<file path="config.mk">
export PLATFORM = sky130hd
export DESIGN_NAME = chip_io_top
export DESIGN_NICKNAME = d
export VERILOG_FILES = /design/src/rtl/chip_io_pkg.sv /design/src/rtl/pad_sync.sv /design/src/rtl/jtag_overlay.sv /design/src/rtl/chip_io_top.sv
export SDC_FILE = /design/constraint.sdc
export NUM_CORES = 1
export LEC_CHECK = 0
export BUFFER_PORTS_ARGS = -buffer_cell sky130_fd_sc_hd__buf_2
export CAP_MARGIN = 20
export CORE_ASPECT_RATIO = 0.6
export CORE_MARGIN = 2
export CORE_UTILIZATION = 45
export DETAILED_ROUTE_END_ITERATION = 16
export GPL_ROUTABILITY_DRIVEN = 1
export PLACE_DENSITY = 0.75
export SLEW_MARGIN = 20
export SYNTH_ARGS = -nofsm -noshare
export SYNTH_HDL_FRONTEND = slang
export SYNTH_SLANG_ARGS = --single-unit
</file>
<file path="constraint.sdc">
create_clock -name clk_i -period 2.3 [get_ports clk_i]
set_clock_uncertainty 0.1 [all_clocks]
set_input_delay 0.23 -clock clk_i [delete_from_list [all_inputs] [get_ports clk_i]]
set_output_delay 0.23 -clock clk_i [all_outputs]
set_load 0.02 [all_outputs]
</file>
<file path="src/rtl/chip_io_pkg.sv">
////////////////////
// Pad counts, pad vector types, JTAG pin map,
// tie-off patterns and strap timing
////////////////////
`default_nettype none

package chip_io_pkg;

  ////////////////////
  // Pad counts and vectors
  ////////////////////

  localparam int NMioPads = 20;  // Multiplexed pads
  localparam int NDioPads = 15;  // Dedicated pads

  typedef logic [NMioPads-1:0] mio_t;
  typedef logic [NDioPads-1:0] dio_t;

  ////////////////////
  // Pin map
  ////////////////////

  // Straps on MIO
  localparam int MioJtagEnIdx    = 16;  // JTAG=1, SPI=0
  localparam int MioBootstrapIdx = 17;  // Bootstrap=1

  // JTAG resets ride on MIO
  localparam int MioTrstIdx = 18;
  localparam int MioSrstIdx = 19;

  // SPI device pins shared with JTAG
  localparam int DioSckIdx = 14;  // SCK / TCK
  localparam int DioCsbIdx = 13;  // CSB / TMS
  localparam int DioSdiIdx = 12;  // SDI / TDI
  localparam int DioSdoIdx = 11;  // SDO / TDO

  // Pins taken over by the JTAG overlay
  localparam mio_t MioJtagMask = (mio_t'(1) << MioTrstIdx) |
                                 (mio_t'(1) << MioSrstIdx);
  localparam dio_t DioJtagInMask = (dio_t'(1) << DioSckIdx) |
                                   (dio_t'(1) << DioCsbIdx) |
                                   (dio_t'(1) << DioSdiIdx);
  localparam dio_t DioJtagMask = DioJtagInMask | (dio_t'(1) << DioSdoIdx);

  ////////////////////
  // Tie-off values
  ////////////////////

  // SPI CSB is active low, so it idles high toward the core
  localparam dio_t DioTieOff = dio_t'(1) << DioCsbIdx;
  localparam mio_t MioTieOff = '0;  // TRST_N and SRST_N seen low

  ////////////////////
  // Timing
  ////////////////////

  localparam int StrapDelay  = 4;  // Cycles after reset release
  localparam int StrapCntW   = $clog2(StrapDelay + 1);
  localparam int SyncLatency = 4;  // Stable pad change to filtered output

endpackage : chip_io_pkg

`default_nettype wire

</file>
<file path="src/rtl/pad_sync.sv">
////////////////////
// Two-flop synchronizer with a stability
// filter, generic over the payload type
////////////////////
`timescale 1ns/10ps
`default_nettype none

module pad_sync #(
  parameter type data_t = logic
) (
  input  logic  clk_i,
  input  logic  rst_n_i,
  input  data_t pad_i,   // Raw pad levels
  output data_t sync_o   // Synchronized and filtered
);

  ////////////////////
  // Synchronizer
  ////////////////////

  data_t sync_q1;   // First stage, may go metastable
  data_t sync_q2;   // Second stage, safe to use
  data_t sample_q;  // One cycle older copy of sync_q2

  always_ff @(posedge clk_i or negedge rst_n_i) begin
    if (!rst_n_i) begin
      sync_q1  <= '0;
      sync_q2  <= '0;
      sample_q <= '0;
    end else begin
      sync_q1  <= pad_i;
      sync_q2  <= sync_q1;
      sample_q <= sync_q2;
    end
  end

  ////////////////////
  // Glitch filter
  ////////////////////

  // A level has to be seen on two consecutive edges before it is taken.
  // A single cycle pulse never sits in both sync_q2 and sample_q at once,
  // so it is dropped. A change held stable shows up after the 4th edge.
  logic  stable;
  data_t filt_q;

  assign stable = (sync_q2 == sample_q);

  always_ff @(posedge clk_i or negedge rst_n_i) begin
    if (!rst_n_i) begin
      filt_q <= '0;
    end else if (stable) begin
      filt_q <= sync_q2;  // Hold otherwise
    end
  end

  assign sync_o = filt_q;

endmodule : pad_sync

`default_nettype wire

</file>
<file path="src/rtl/jtag_overlay.sv">
////////////////////
// Strap latch and JTAG overlay mux between
// the core side and the pad side
////////////////////
`timescale 1ns/10ps
`default_nettype none

module jtag_overlay (
  input  logic              clk_i,
  input  logic              rst_n_i,

  // Synchronized pad inputs
  input  chip_io_pkg::mio_t mio_sync_i,
  input  chip_io_pkg::dio_t dio_sync_i,

  // Core side
  input  chip_io_pkg::mio_t mio_out_core_i,
  input  chip_io_pkg::mio_t mio_oe_core_i,
  input  chip_io_pkg::dio_t dio_out_core_i,
  input  chip_io_pkg::dio_t dio_oe_core_i,
  output chip_io_pkg::mio_t mio_in_core_o,
  output chip_io_pkg::dio_t dio_in_core_o,

  // Pad side
  output chip_io_pkg::mio_t mio_pad_out_o,
  output chip_io_pkg::mio_t mio_pad_oe_o,
  output chip_io_pkg::dio_t dio_pad_out_o,
  output chip_io_pkg::dio_t dio_pad_oe_o,

  // To JTAG inside core
  output logic              jtag_tck_o,
  output logic              jtag_tms_o,
  output logic              jtag_tdi_o,
  output logic              jtag_trst_no,
  output logic              jtag_srst_no,
  input  logic              jtag_tdo_i,

  // Straps
  output logic              strap_valid_o,
  output logic              bootstrap_o
);

  import chip_io_pkg::*;

  ////////////////////
  // Strap sampling
  ////////////////////

  logic [StrapCntW-1:0] strap_cnt_q;
  logic                 strap_done;
  logic                 strap_latch;
  logic                 strap_valid_q;
  logic                 jtag_en_q;
  logic                 bootstrap_q;

  // Strap pins are driven during reset. Once StrapDelay cycles have
  // passed they have cleared the synchronizer and filter, and they are
  // taken on the following edge.
  assign strap_done  = (strap_cnt_q == StrapCntW'(StrapDelay));
  assign strap_latch = strap_done & ~strap_valid_q;

  always_ff @(posedge clk_i or negedge rst_n_i) begin
    if (!rst_n_i) begin
      strap_cnt_q <= '0;
    end else if (!strap_done) begin
      strap_cnt_q <= strap_cnt_q + 1'b1;  // Stops at StrapDelay
    end
  end

  // Sampled once, held until the next reset
  always_ff @(posedge clk_i or negedge rst_n_i) begin
    if (!rst_n_i) begin
      strap_valid_q <= 1'b0;
      jtag_en_q     <= 1'b0;
      bootstrap_q   <= 1'b0;
    end else if (strap_latch) begin
      strap_valid_q <= 1'b1;
      jtag_en_q     <= mio_sync_i[MioJtagEnIdx];
      bootstrap_q   <= mio_sync_i[MioBootstrapIdx];
    end
  end

  assign strap_valid_o = strap_valid_q;
  assign bootstrap_o   = bootstrap_q;

  ////////////////////
  // JTAG signals
  ////////////////////

  // Inactive until JTAG mode is latched, TAP held in reset
  assign jtag_tck_o   = jtag_en_q & dio_sync_i[DioSckIdx];
  assign jtag_tms_o   = jtag_en_q & dio_sync_i[DioCsbIdx];
  assign jtag_tdi_o   = jtag_en_q & dio_sync_i[DioSdiIdx];
  assign jtag_trst_no = jtag_en_q & mio_sync_i[MioTrstIdx];
  assign jtag_srst_no = ~jtag_en_q | mio_sync_i[MioSrstIdx];  // Released by default

  ////////////////////
  // Core side inputs
  ////////////////////

  // The core sees fixed tie-offs on the pins that JTAG owns
  always_comb begin
    mio_in_core_o = mio_sync_i;
    dio_in_core_o = dio_sync_i;
    if (jtag_en_q) begin
      mio_in_core_o = (mio_sync_i & ~MioJtagMask) | (MioTieOff & MioJtagMask);
      dio_in_core_o = (dio_sync_i & ~DioJtagMask) | (DioTieOff & DioJtagMask);
    end
  end

  ////////////////////
  // Pad side outputs
  ////////////////////

  // MIO resets are inputs in JTAG mode, so their drivers are turned off
  always_comb begin
    mio_pad_out_o = mio_out_core_i;
    mio_pad_oe_o  = mio_oe_core_i;
    if (jtag_en_q) begin
      mio_pad_oe_o = mio_oe_core_i & ~MioJtagMask;
    end
  end

  // TDO drives the SDO pad, TCK/TMS/TDI pads stay undriven
  always_comb begin
    dio_pad_out_o = dio_out_core_i;
    dio_pad_oe_o  = dio_oe_core_i;
    if (jtag_en_q) begin
      dio_pad_oe_o             = dio_oe_core_i & ~DioJtagInMask;
      dio_pad_out_o[DioSdoIdx] = jtag_tdo_i;
      dio_pad_oe_o[DioSdoIdx]  = 1'b1;
    end
  end

endmodule : jtag_overlay

`default_nettype wire

</file>
<file path="src/rtl/chip_io_top.sv">
////////////////////
// Pad-side IO subsystem, synchronizers
// for MIO and DIO plus the JTAG overlay
////////////////////
`timescale 1ns/10ps
`default_nettype none

module chip_io_top (
  input  logic              clk_i,
  input  logic              rst_n_i,

  // Pad side
  input  chip_io_pkg::mio_t mio_pad_in_i,
  input  chip_io_pkg::dio_t dio_pad_in_i,
  output chip_io_pkg::mio_t mio_pad_out_o,
  output chip_io_pkg::mio_t mio_pad_oe_o,
  output chip_io_pkg::dio_t dio_pad_out_o,
  output chip_io_pkg::dio_t dio_pad_oe_o,

  // Core side
  input  chip_io_pkg::mio_t mio_out_core_i,
  input  chip_io_pkg::mio_t mio_oe_core_i,
  input  chip_io_pkg::dio_t dio_out_core_i,
  input  chip_io_pkg::dio_t dio_oe_core_i,
  output chip_io_pkg::mio_t mio_in_core_o,
  output chip_io_pkg::dio_t dio_in_core_o,

  // JTAG
  output logic              jtag_tck_o,
  output logic              jtag_tms_o,
  output logic              jtag_tdi_o,
  output logic              jtag_trst_no,
  output logic              jtag_srst_no,
  input  logic              jtag_tdo_i,

  // Straps
  output logic              strap_valid_o,
  output logic              bootstrap_o
);

  import chip_io_pkg::*;

  ////////////////////
  // Input conditioning
  ////////////////////

  mio_t mio_sync;  // Filtered MIO levels
  dio_t dio_sync;  // Filtered DIO levels

  pad_sync #(
    .data_t ( mio_t )
  ) u_mio_sync (
    .clk_i   ( clk_i        ),
    .rst_n_i ( rst_n_i      ),
    .pad_i   ( mio_pad_in_i ),
    .sync_o  ( mio_sync     )
  );

  pad_sync #(
    .data_t ( dio_t )
  ) u_dio_sync (
    .clk_i   ( clk_i        ),
    .rst_n_i ( rst_n_i      ),
    .pad_i   ( dio_pad_in_i ),
    .sync_o  ( dio_sync     )
  );

  ////////////////////
  // JTAG overlay mux
  ////////////////////

  jtag_overlay u_jtag_overlay (
    .clk_i          ( clk_i          ),
    .rst_n_i        ( rst_n_i        ),
    // From synchronizers
    .mio_sync_i     ( mio_sync       ),
    .dio_sync_i     ( dio_sync       ),
    // Core side
    .mio_out_core_i ( mio_out_core_i ),
    .mio_oe_core_i  ( mio_oe_core_i  ),
    .dio_out_core_i ( dio_out_core_i ),
    .dio_oe_core_i  ( dio_oe_core_i  ),
    .mio_in_core_o  ( mio_in_core_o  ),
    .dio_in_core_o  ( dio_in_core_o  ),
    // Pad side
    .mio_pad_out_o  ( mio_pad_out_o  ),
    .mio_pad_oe_o   ( mio_pad_oe_o   ),
    .dio_pad_out_o  ( dio_pad_out_o  ),
    .dio_pad_oe_o   ( dio_pad_oe_o   ),
    // JTAG
    .jtag_tck_o     ( jtag_tck_o     ),
    .jtag_tms_o     ( jtag_tms_o     ),
    .jtag_tdi_o     ( jtag_tdi_o     ),
    .jtag_trst_no   ( jtag_trst_no   ),
    .jtag_srst_no   ( jtag_srst_no   ),
    .jtag_tdo_i     ( jtag_tdo_i     ),
    // Straps
    .strap_valid_o  ( strap_valid_o  ),
    .bootstrap_o    ( bootstrap_o    )
  );

endmodule : chip_io_top

`default_nettype wire

</file>
-- Yosys cells after proc, flatten, opt, wreduce, memory -nomap -nowiden
Cells that the tools add are included.
- add/sub/neg operators: 1
- eq/ne operators: 3
- bitwise logic cells: 8
- muxes and demuxes: 5
- operators by type and width (operator ; number):
    $mux 20 ; 2
    $mux 15 ; 2
    $eq 20x20->1 ; 1
    $eq 15x15->1 ; 1
    $and 1x1->1 ; 5
    $add 3x1->3 const B ; 1
    $eq 3x3->1 const B ; 1
    $not 1->1 ; 2
    $mux 1 ; 1
    $or 1x1->1 ; 1
- output and inout port bits: 112
- logic and storage cells: 29
- bits in registers: 146
- input bits: 108

-- Depth between registers and ports, before layout
Gate-level depths: netlist of the first run.
- word-level depth: 2
- mapped depth: 6
- gate-level depth less buffers: 5

-- Modules after synthesis
A second synthesis of the first run with hierarchy kept.
- cell total of the unflattened synthesis: 356
- area, all modules: 5530.3 um^2
- modules (own cells, without submodules) (module ; area an instance (um^2) ; times used ; seq. area each (um^2) ; cells each):
    pad_sync at u_mio_sync ; 2563.7 ; 1 ; 2001.9 ; 129
    pad_sync at u_dio_sync ; 1886.8 ; 1 ; 1501.4 ; 96
    jtag_overlay ; 1079.8 ; 1 ; 150.1 ; 131

-- Worst setup path after synthesis of the first run
Ideal clock, no wire load.
- path kind: register to register
- start: register u_dio_sync.sync_q2[7] in the netlist's numbering
- end: register u_dio_sync.filt_q, in the netlist u_dio_sync.sync_o[10]
- path slack: 0.523 ns
- buffers on the path: 1
- stages on the path, launching flop included: 6
- required time: 2.075 ns
- data arrival time: 1.552 ns
- path through: dfrtp_1 > xor2_1 > nor4_1 > nand4_2 > buf_6 > mux2_4
- cells in the longest elaborated chain, start to end: 1
- ends and longest elaborated chain (what ; line ; RTL):
    from (decl) ; pad_sync.sv:22 ; data_t sync_q2;
    from (signal assigned) ; pad_sync.sv:32 ; sync_q2 <= sync_q1;
    $eq 15x15->1 ; pad_sync.sv:47 ; assign stable = (sync_q2 == sample_q);
    to (signal assigned) ; pad_sync.sv:53 ; filt_q <= sync_q2;
    to (decl) ; pad_sync.sv:45 ; data_t filt_q;
No other way between the ends.
A chain may end at the register's enable or synchronous reset.

-- Worst setup path in the final report of the first run
- start: register u_dio_sync.sync_q2[7] in the netlist's numbering
- end: register u_dio_sync.filt_q, in the netlist u_dio_sync.sync_o[4]
The elaborated chain is that of the path after synthesis.

==> results by group, run 1 <==
CTS
  – Clock latency on the worst-skew pair: roughly 0.4 ns
  – Setup bufs post-CTS: 0
  – Post-CTS Hold Fix Bufs: 36
  – PostCTS Resize Cnt: 0
  – TritonCTS buffer count: 17
  – Clk buf depth: 2
  – CTS clk-pin slew, worst paths: 0.06 ns
  – # H-tree levels: 4
  – CTS root buf: clkbuf_16
  – CTS tree: done
  – Clk sinks: 146

Worst hold path
  – Hold Crit Class: flop to flop
  – HP Start: u_mio_sync.sync_q1[17]

Critical path
  – Flop-to-flop setup slack: 0.19 ns
  – Critical Path Sink Type: flop
  – Reg2reg end: u_dio_sync.sync_o[4]
  – Type of origin of the critical path: flop
  – Critical path destination: u_dio_sync.sync_o[4]
  – WP data arrival: between 2 and 2.5 ns
  – Critical path startpoint: u_dio_sync.sync_q2[7]
  – Critical path class: flop to flop
  – WP data required: about 2.5 ns
  – R2R depth: 5
  – Critical path fanouts, max: 10
  – Reg-to-reg startpoint: u_dio_sync.sync_q2[7]

Power and ir drop
  – Maximum VDD drop: approximately 570 µV
  – Tot Pwr: 0.00586 W
  – Leakage: between 3 and 4 nW
  – Cell Pwr Density: just over 900 nW/µm²

Placed design
  – HPWL after detailed placement: 5.69 mm
  – Placer Congestion: roughly 0.73
  – Placed Cells: approximately 520
  – I/O Buffers: between 90 and 100

Cells and area
  – Nets@finish: around 530
  – Area Growth Syn to Fin: 19.2%
  – Ant diodes: 0
  – Cell Count, Final, Fillers Out: just under 600
  – Share of cells above drive strength 1: roughly two fifths
  – Fillers: 917

Global route
  – Initial antenna violation count: 0
  – Total gr overflow: 0
  – First-pass GRT wire length: ~14 mm
  – Gr usage total: 14.4%
  – Pin count of the biggest net entering global routing: between 60 and 70
  – Number of global-route vias before repair: 2766

Drt
  – Routed len/inst: 14.4 µm
  – Residual DRC: 0
  – Initial detailed-routing violation count: 103
  – Routed via count: ~2600
  – Vias/cell: roughly 4.4
  – Antenna Violating Nets Remaining: 0
  – DR pass1 iterations: 4
  – Wirelength, routed: ~8.5 mm

Outcome
  – Status: finished clean

Synthesis
  – Post-Synthesis Cells: between 300 and 400
  – Syn Nets: 469
  – Distinct cells, synth: 24
  – Number of synthesized register bits: around 150
  – Post-synthesis area per instance: around 15 µm²
  – Sequential share of the synthesized area: a little under 70%
  – Synthesized cell area: 5410 µm²
  – Ys Warns: 0

Floorplan
  – Core area: between 10000 and 15000 µm²
  – Die Ht: slightly below 90 µm
  – Initial core utilization: around 47%
  – Die area: approximately 13000 µm²
  – Row count: 30
  – Ports: 220
  – Die X: 146 µm

Timing
  – Worst slew margin: between 50% and 60%
  – Worst slew pin tran: ~0.63 ns
  – Final max-slew violation count: 0
  – Setup TNS: 0 ns
  – Crit share post-route: 91.8%
  – Setup Viol. Count Final: 0
  – RSZ-0062 raised after global routing: false
  – Fin crit period: ~2.1 ns
  – Fin Hold WS: around 0.25 ns
  – Fin. Hold Viols: 0
  – Achievable frequency: 474 MHz

Job
  – Max-cap violation count: 0
[kinds of logic after synthesis]
family | count (synthesis) | synth area share [%]
AO/OA/AOI/OAI | 1 | 0.0924
XOR/XNOR | 36 | 5.82
adder cells (fa/ha/maj) | 2 | 0.462
buffers and inverters | 99 | 13.4
flip-flops | 146 | 67.5
multiplexers | 38 | 8.60
AND/OR/NAND/NOR | 37 | 4.11
[synth_stat cells (all sizes together)]
| cell type | number | area share (%) |
|---|---|---|
| dfrtp | 146 | 67 |
| buf | 95 | 13 |
| mux2 | 38 | 8.6 |
| xor2 | 23 | 3.7 |
| xnor2 | 13 | 2.1 |
| nor2b | 10 | 1.2 |
| nor4 | 5 | 0.69 |
| and2 | 4 | 0.46 |
| nand4 | 4 | 0.58 |
| nor2 | 4 | 0.28 |
| nand2 | 3 | 0.21 |
| clkbuf | 2 | 0.14 |
| ha | 2 | 0.46 |
| inv | 2 | 0.14 |
| nand2b | 2 | 0.23 |
| nor3 | 2 | 0.18 |
| or2 | 2 | 0.23 |
| nand3 | 1 | 0.092 |
| o21ai | 1 | 0.092 |
[placed cells by master, fill, tap and decap left out, types with 2 or more instances in the layout]
cell           Yosys  final
xnor2_1           13     13
buf_12             0      2
xor2_1            23     23
dfrtp_1          146    146
inv_6              0      5
clkinvlp_4         0      3
or2_2              2      2
nand4_1            3      3
nor4_1             4      4
mux2_4            10     10
buf_2              2     92
clkbuf_16          0     17
nor2b_1           10     10
dlygate4sd3_1      0     36
nor3_1             2      2
mux2_2            28     28
inv_1              2      2
nand2_1            3      3
bufinv_16          0      4
buf_4             92      6
nor2_1             4      4
nand2b_1           2      2
ha_1               2      2
and2_1             4      4
[where the power goes]
| part | switching, W | leakage (nW) | internal, W |
|---|---|---|---|
| Combinational | 0.000105 | 1.13 | 0.000117 |
| Clock | 0.00106 | 0.304 | 0.00186 |
| Sequential | 0.0000524 | 1.79 | 0.00266 |
| Total | 0.00121 | 3.22 | 0.00464 |
[worst min path at each step]
stage,endpoint,slack (ns),depth (start not counted)
2_1_floorplan,u_dio_sync.sample_q[0],-0.17,0
3_3_place_gp,u_dio_sync.sync_q1[0],0.15,1
3_5_place_dp,u_dio_sync.sync_q1[0],0.16,1
4_1_cts,u_mio_sync.sync_q2[17],0.25,0
5_1_grt,u_mio_sync.sync_q2[14],0.25,0
6_report,u_mio_sync.sync_q2[17],0.25,0
[per-layer routing]
| layer | up-vias | GRT usage [%] | wire length, µm |
|---|---|---|---|
| li1 | 1188 | - | - |
| met4 | 0 | 7.66 | 121 |
| met5 | - | 0 | 0 |
| met3 | 15 | 5.51 | 464 |
| met1 | 1276 | 19.1 | 4060 |
| met2 | 94 | 20.9 | 3880 |
[cell type report]
class | count | area (µm²) | share of cell area, %
clock buffer | 18 | 439 | 6.81
clock inverter | 14 | 200 | 3.10
inverter | 2 | 7.51 | 0.116
multi-input combinational | 114 | 1030 | 16.0
sequential | 146 | 3650 | 56.6
tap | 160 | 200 | 3.10
timing repair buffer | 137 | 917 | 14.2
[registers in the layout, summed over array words and instances, names as in the netlist]
register	count
u_jtag_overlay.jtag_en_q	1
u_mio_sync.sync_q2	20
u_mio_sync.sample_q	20
u_jtag_overlay.strap_valid_o	1
u_mio_sync.sync_o	20
u_dio_sync.sync_o	15
u_mio_sync.sync_q1	20
u_jtag_overlay.strap_cnt_q	3
u_dio_sync.sync_q2	15
u_jtag_overlay.bootstrap_o	1
u_dio_sync.sync_q1	15
u_dio_sync.sample_q	15
[stage by stage]
step	util (%)	setup WS (ns)	area, µm²
4_1_cts	56.0	0.238	6450
3_3_place_gp	47.3	0.243	5450
6_report	56.0	0.188	6450
5_1_grt	56.0	0.138	6450
2_1_floorplan	-	0.523	5410
3_5_place_dp	47.3	0.252	5450
[worst max-delay path: stages (launching register included)]
cell	delay, ns
dfrtp_1	0.40
xor2_1	0.16
nor4_1	0.59
nand4_2	0.19
buf_4	0.24
mux2_4	0.31
No activity file was read; power rests on OpenSTA's default activity.
==> run 2: changes to the inputs <==
- ABC_AREA: unset -> 1
- PLACE_DENSITY: 0.75 -> 0.74
==> run 2 against run 1 <==
Compared with the run above: setup slack gained 0.13 ns; critical path depth shrank 3; synthesized cell count grew 50%; sequential share of layout area shrank 2.1 points; non-clock buffer count shrank 1; sequential power is essentially flat; clock power shrank 14%; sequential cell count is the same; register-to-register slack gained 0.27 ns; critical path type is now flop to output pin.
==> results by group, run 2 <==
Global route
  – First-pass GRT wire length: 17.6 mm (+26%)
  – Pin count of the biggest net entering global routing: 67 (-1.5%)
  – Gr usage total: 16.5% (+2.1 points)
  – Total gr overflow: 0 (unchanged)
  – Initial antenna violation count: 0 (unchanged)
  – Number of global-route vias before repair: 3461 (+25%)

Critical path
  – WP data arrival: 1.65 ns (-0.64 ns)
  – Critical path destination: dio_pad_out_o[11]
  – Slowest cell on crit path: dfrtp_1
  – R2R depth: 9 (+4)
  – Critical path fanouts, max: 19 (+9)
  – Critical path class: flop to output pin
  – Reg-to-reg startpoint: u_mio_sync.sync_q2[5]
  – Crit-path cells: mux2_2 > buf_2
  – Flop-to-flop setup slack: 0.46 ns (+0.27 ns)
  – WP data required: 1.97 ns (-0.51 ns)
  – Max incr delay on CP: 0.71 ns (+0.12 ns)
  – Critical Path Sink Type: output pin
  – Type of origin of the critical path: flop
  – Reg2reg end: u_mio_sync.sync_o[3]
  – Critical path startpoint: u_jtag_overlay.jtag_en_q

Timing
  – RSZ-0062 raised after global routing: false
  – Setup TNS: 0 ns (unchanged)
  – Fin. Hold Viols: 0 (unchanged)
  – Crit share post-route: 86.0% (-5.8 points)
  – Worst slew pin tran: 0.604 ns (-0.0262 ns)
  – Setup Viol. Count Final: 0 (unchanged)
  – Worst slew margin: 59.8% (+2.1 points)
  – Final max-slew violation count: 0 (unchanged)
  – Achievable frequency: 505 MHz (+6.7%)
  – Fin crit period: 1.98 ns (-0.133 ns)

CTS
  – Clk buf depth: 2 (unchanged)
  – # H-tree levels: 4 (unchanged)
  – CTS root buf: clkbuf_16
  – CTS tree: done
  – Clk sinks: 146 (unchanged)
  – Setup bufs post-CTS: 0 (unchanged)
  – PostCTS Resize Cnt: 0 (unchanged)
  – Post-CTS Hold Fix Bufs: 36 (unchanged)
  – CTS clk-pin slew, worst paths: 0.06 ns (about the same)
  – TritonCTS buffer count: 17 (unchanged)
  – Clock latency on the worst-skew pair: 0.40 ns (about the same)

Floorplan
  – Core area: 12700 µm² (+10%)
  – Initial core utilization: 45.6% (-1.3 points)
  – Row count: 32 (+6.7%)
  – Die Ht: 92.0 µm (+3.5%)
  – Die X: 151 µm (+3.5%)
  – Ports: 220 (unchanged)
  – Die area: 13900 µm² (+7.1%)

Power and ir drop
  – Leakage: 3.53 nW (+9.7%)
  – Cell Pwr Density: 816 nW/µm² (-10%)
  – NetSw: 0.00128 W (+5.2%)
  – Power Internal: 0.00419 W (-9.8%)
  – Maximum VDD drop: 529 µV (-7.3%)
  – Logic pwr share: 4.4% (+0.6 points)
  – Reg power frac: 49.8% (+3.4 points)
  – Sw Share: 23.4% (+2.7 points)
  – Clk pwr share: 45.8% (-4.0 points)

Cells and area
  – Most frequent cells in the layout: dfrtp_1, nand2_1, buf_2
  – Fillers: 1100 (+20%)
  – Ant diodes: 0 (unchanged)
  – Commonest non-fill, non-tap cell in the layout: dfrtp_1
  – Cell Count, Final, Fillers Out: 773 (+31%)
  – Nets@finish: 700 (+33%)
  – Share of cells above drive strength 1: 23.1% (-18 points)
  – Area Growth Syn to Fin: 15.2%
  – Fin area: 6700 µm² (+3.8%)

Synthesis
  – Post-synthesis area per instance: 10.8 µm² (-29%)
  – Ys Warns: 0 (unchanged)
  – Distinct cells, synth: 19 (-21%)
  – Syn Nets: 650 (+39%)
  – Top_reg_cell synth: dfrtp_1
  – Post-synth ARST share: 100% (unchanged)
  – Synthesized cell area: 5810 µm² (+7.3%)
  – Number of flops mapped to enable cells by yosys: 0 (unchanged)
  – Synth top area cells: dfrtp_1, buf_4, nand2_1
  – Synth cell count leaders: dfrtp_1, nand2_1, buf_4
  – Post-Synthesis Cells: 540 (+50%)
  – Synth top area share: 62.9% (-4.6 points)
  – Area leader, netlist: dfrtp_1
  – Cell with the most instances after synthesis: dfrtp_1
  – Number of synthesized register bits: 146 (unchanged)
  – Sequential share of the synthesized area: 62.9% (-4.6 points)

Drt
  – Routed via count: 3409 (+32%)
  – Vias/cell: 4.41 (+1.3%)
  – Initial detailed-routing violation count: 133 (+29%)
  – Routed len/inst: 14.2 µm (-1.5%)
  – Wirelength, routed: 11.0 mm (+29%)
  – Antenna Violating Nets Remaining: 0 (unchanged)
  – Residual DRC: 0 (unchanged)
  – DR pass1 iterations: 4 (unchanged)

Placed design
  – I/O Buffers: 93 (unchanged)
  – Placed Cells: 705 (+35%)
  – DP Area: 5790 µm² (+6.2%)
  – Placer Congestion: 0.780 (+6.9%)
  – HPWL after detailed placement: 7.87 mm (+38%)

Worst hold path
  – Hold Crit Class: flop to flop

Job
  – Max-cap violation count: 0 (unchanged)

Outcome
  – Status: finished clean
## run 2: logic make-up (layout without fill, tap and decap cells)
group           after synthesis  count (layout)  share of synthesized area (%)
simple gates                177             177                           12.7
mux                           1               1                          0.194
xor+xnor                     25              25                           3.77
fa+ha+maj                     2               2                          0.431
compound gates               23              23                           2.84
flops                       146             146                           62.9
buf+inv                     166             229                           17.2
## run 2: metrics by stage
step	setup WS (ns)	utilization [%]	hold WS [ns]	total power, W
after CTS	0.310	52.6	0.248	0.00552
after global placement	0.526	45.5	0.159	0.00295
after global routing	0.219	52.6	0.254	0.00569
final	0.322	52.6	0.245	0.00546
after detailed placement	0.455	45.5	0.170	0.00296
after floorplan	0.908	-	-0.166	0.00299
## run 2: worst min-delay path by stage
| stage | start | end | cells after the start |
|---|---|---|---|
| finish | u_mio_sync.sync_q1[0] | u_mio_sync.sync_q2[0] | 0 |
| global route | u_dio_sync.sync_q1[3] | u_dio_sync.sync_q2[3] | 0 |
| CTS | u_dio_sync.sync_q1[3] | u_dio_sync.sync_q2[3] | 0 |
| detailed placement | rst_n_i | u_dio_sync.sync_o[1] | 1 |
| global placement | rst_n_i | u_dio_sync.sync_q1[1] | 1 |
| floorplan | rst_n_i | u_dio_sync.sample_q[0] | 0 |
## run 2: per-layer routing
metal | vias up | wire, µm | GRT usage, %
li1 | 1642 | - | -
met1 | 1630 | 4550 | 21.5
met2 | 115 | 5290 | 25.0
met3 | 22 | 909 | 5.87
met4 | 0 | 236 | 7.09
met5 | - | 0 | 0
## run 2: cell type report
cell class	count	area, µm²	area share [%]
Sequential cell	146	3650	54.5
Multi-Input combinational cell	228	1160	17.3
Timing Repair Buffer	136	897	13.4
Clock buffer	17	425	6.35
Inverter	61	229	3.42
Tap cell	170	213	3.18
Clock inverter	15	120	1.79
## run 2: critical path, delay by kind of cell, from the launching register on
| family | cells | cell delay, ns |
|---|---|---|
| buf+inv | 1 | 0.15 |
| mux | 1 | 0.39 |
| flops | 1 | 0.71 |
## run 2: power by group through the flow
stage | Combinational (W) | Sequential (W) | Clock [W]
5_1_grt | 0.000273 | 0.00273 | 0.00269
6_report | 0.000240 | 0.00272 | 0.00250
3_3_place_gp | 0.000189 | 0.00276 | 0
4_1_cts | 0.000245 | 0.00272 | 0.00256
3_5_place_dp | 0.000197 | 0.00277 | 0
2_1_floorplan | 0.000244 | 0.00275 | 0
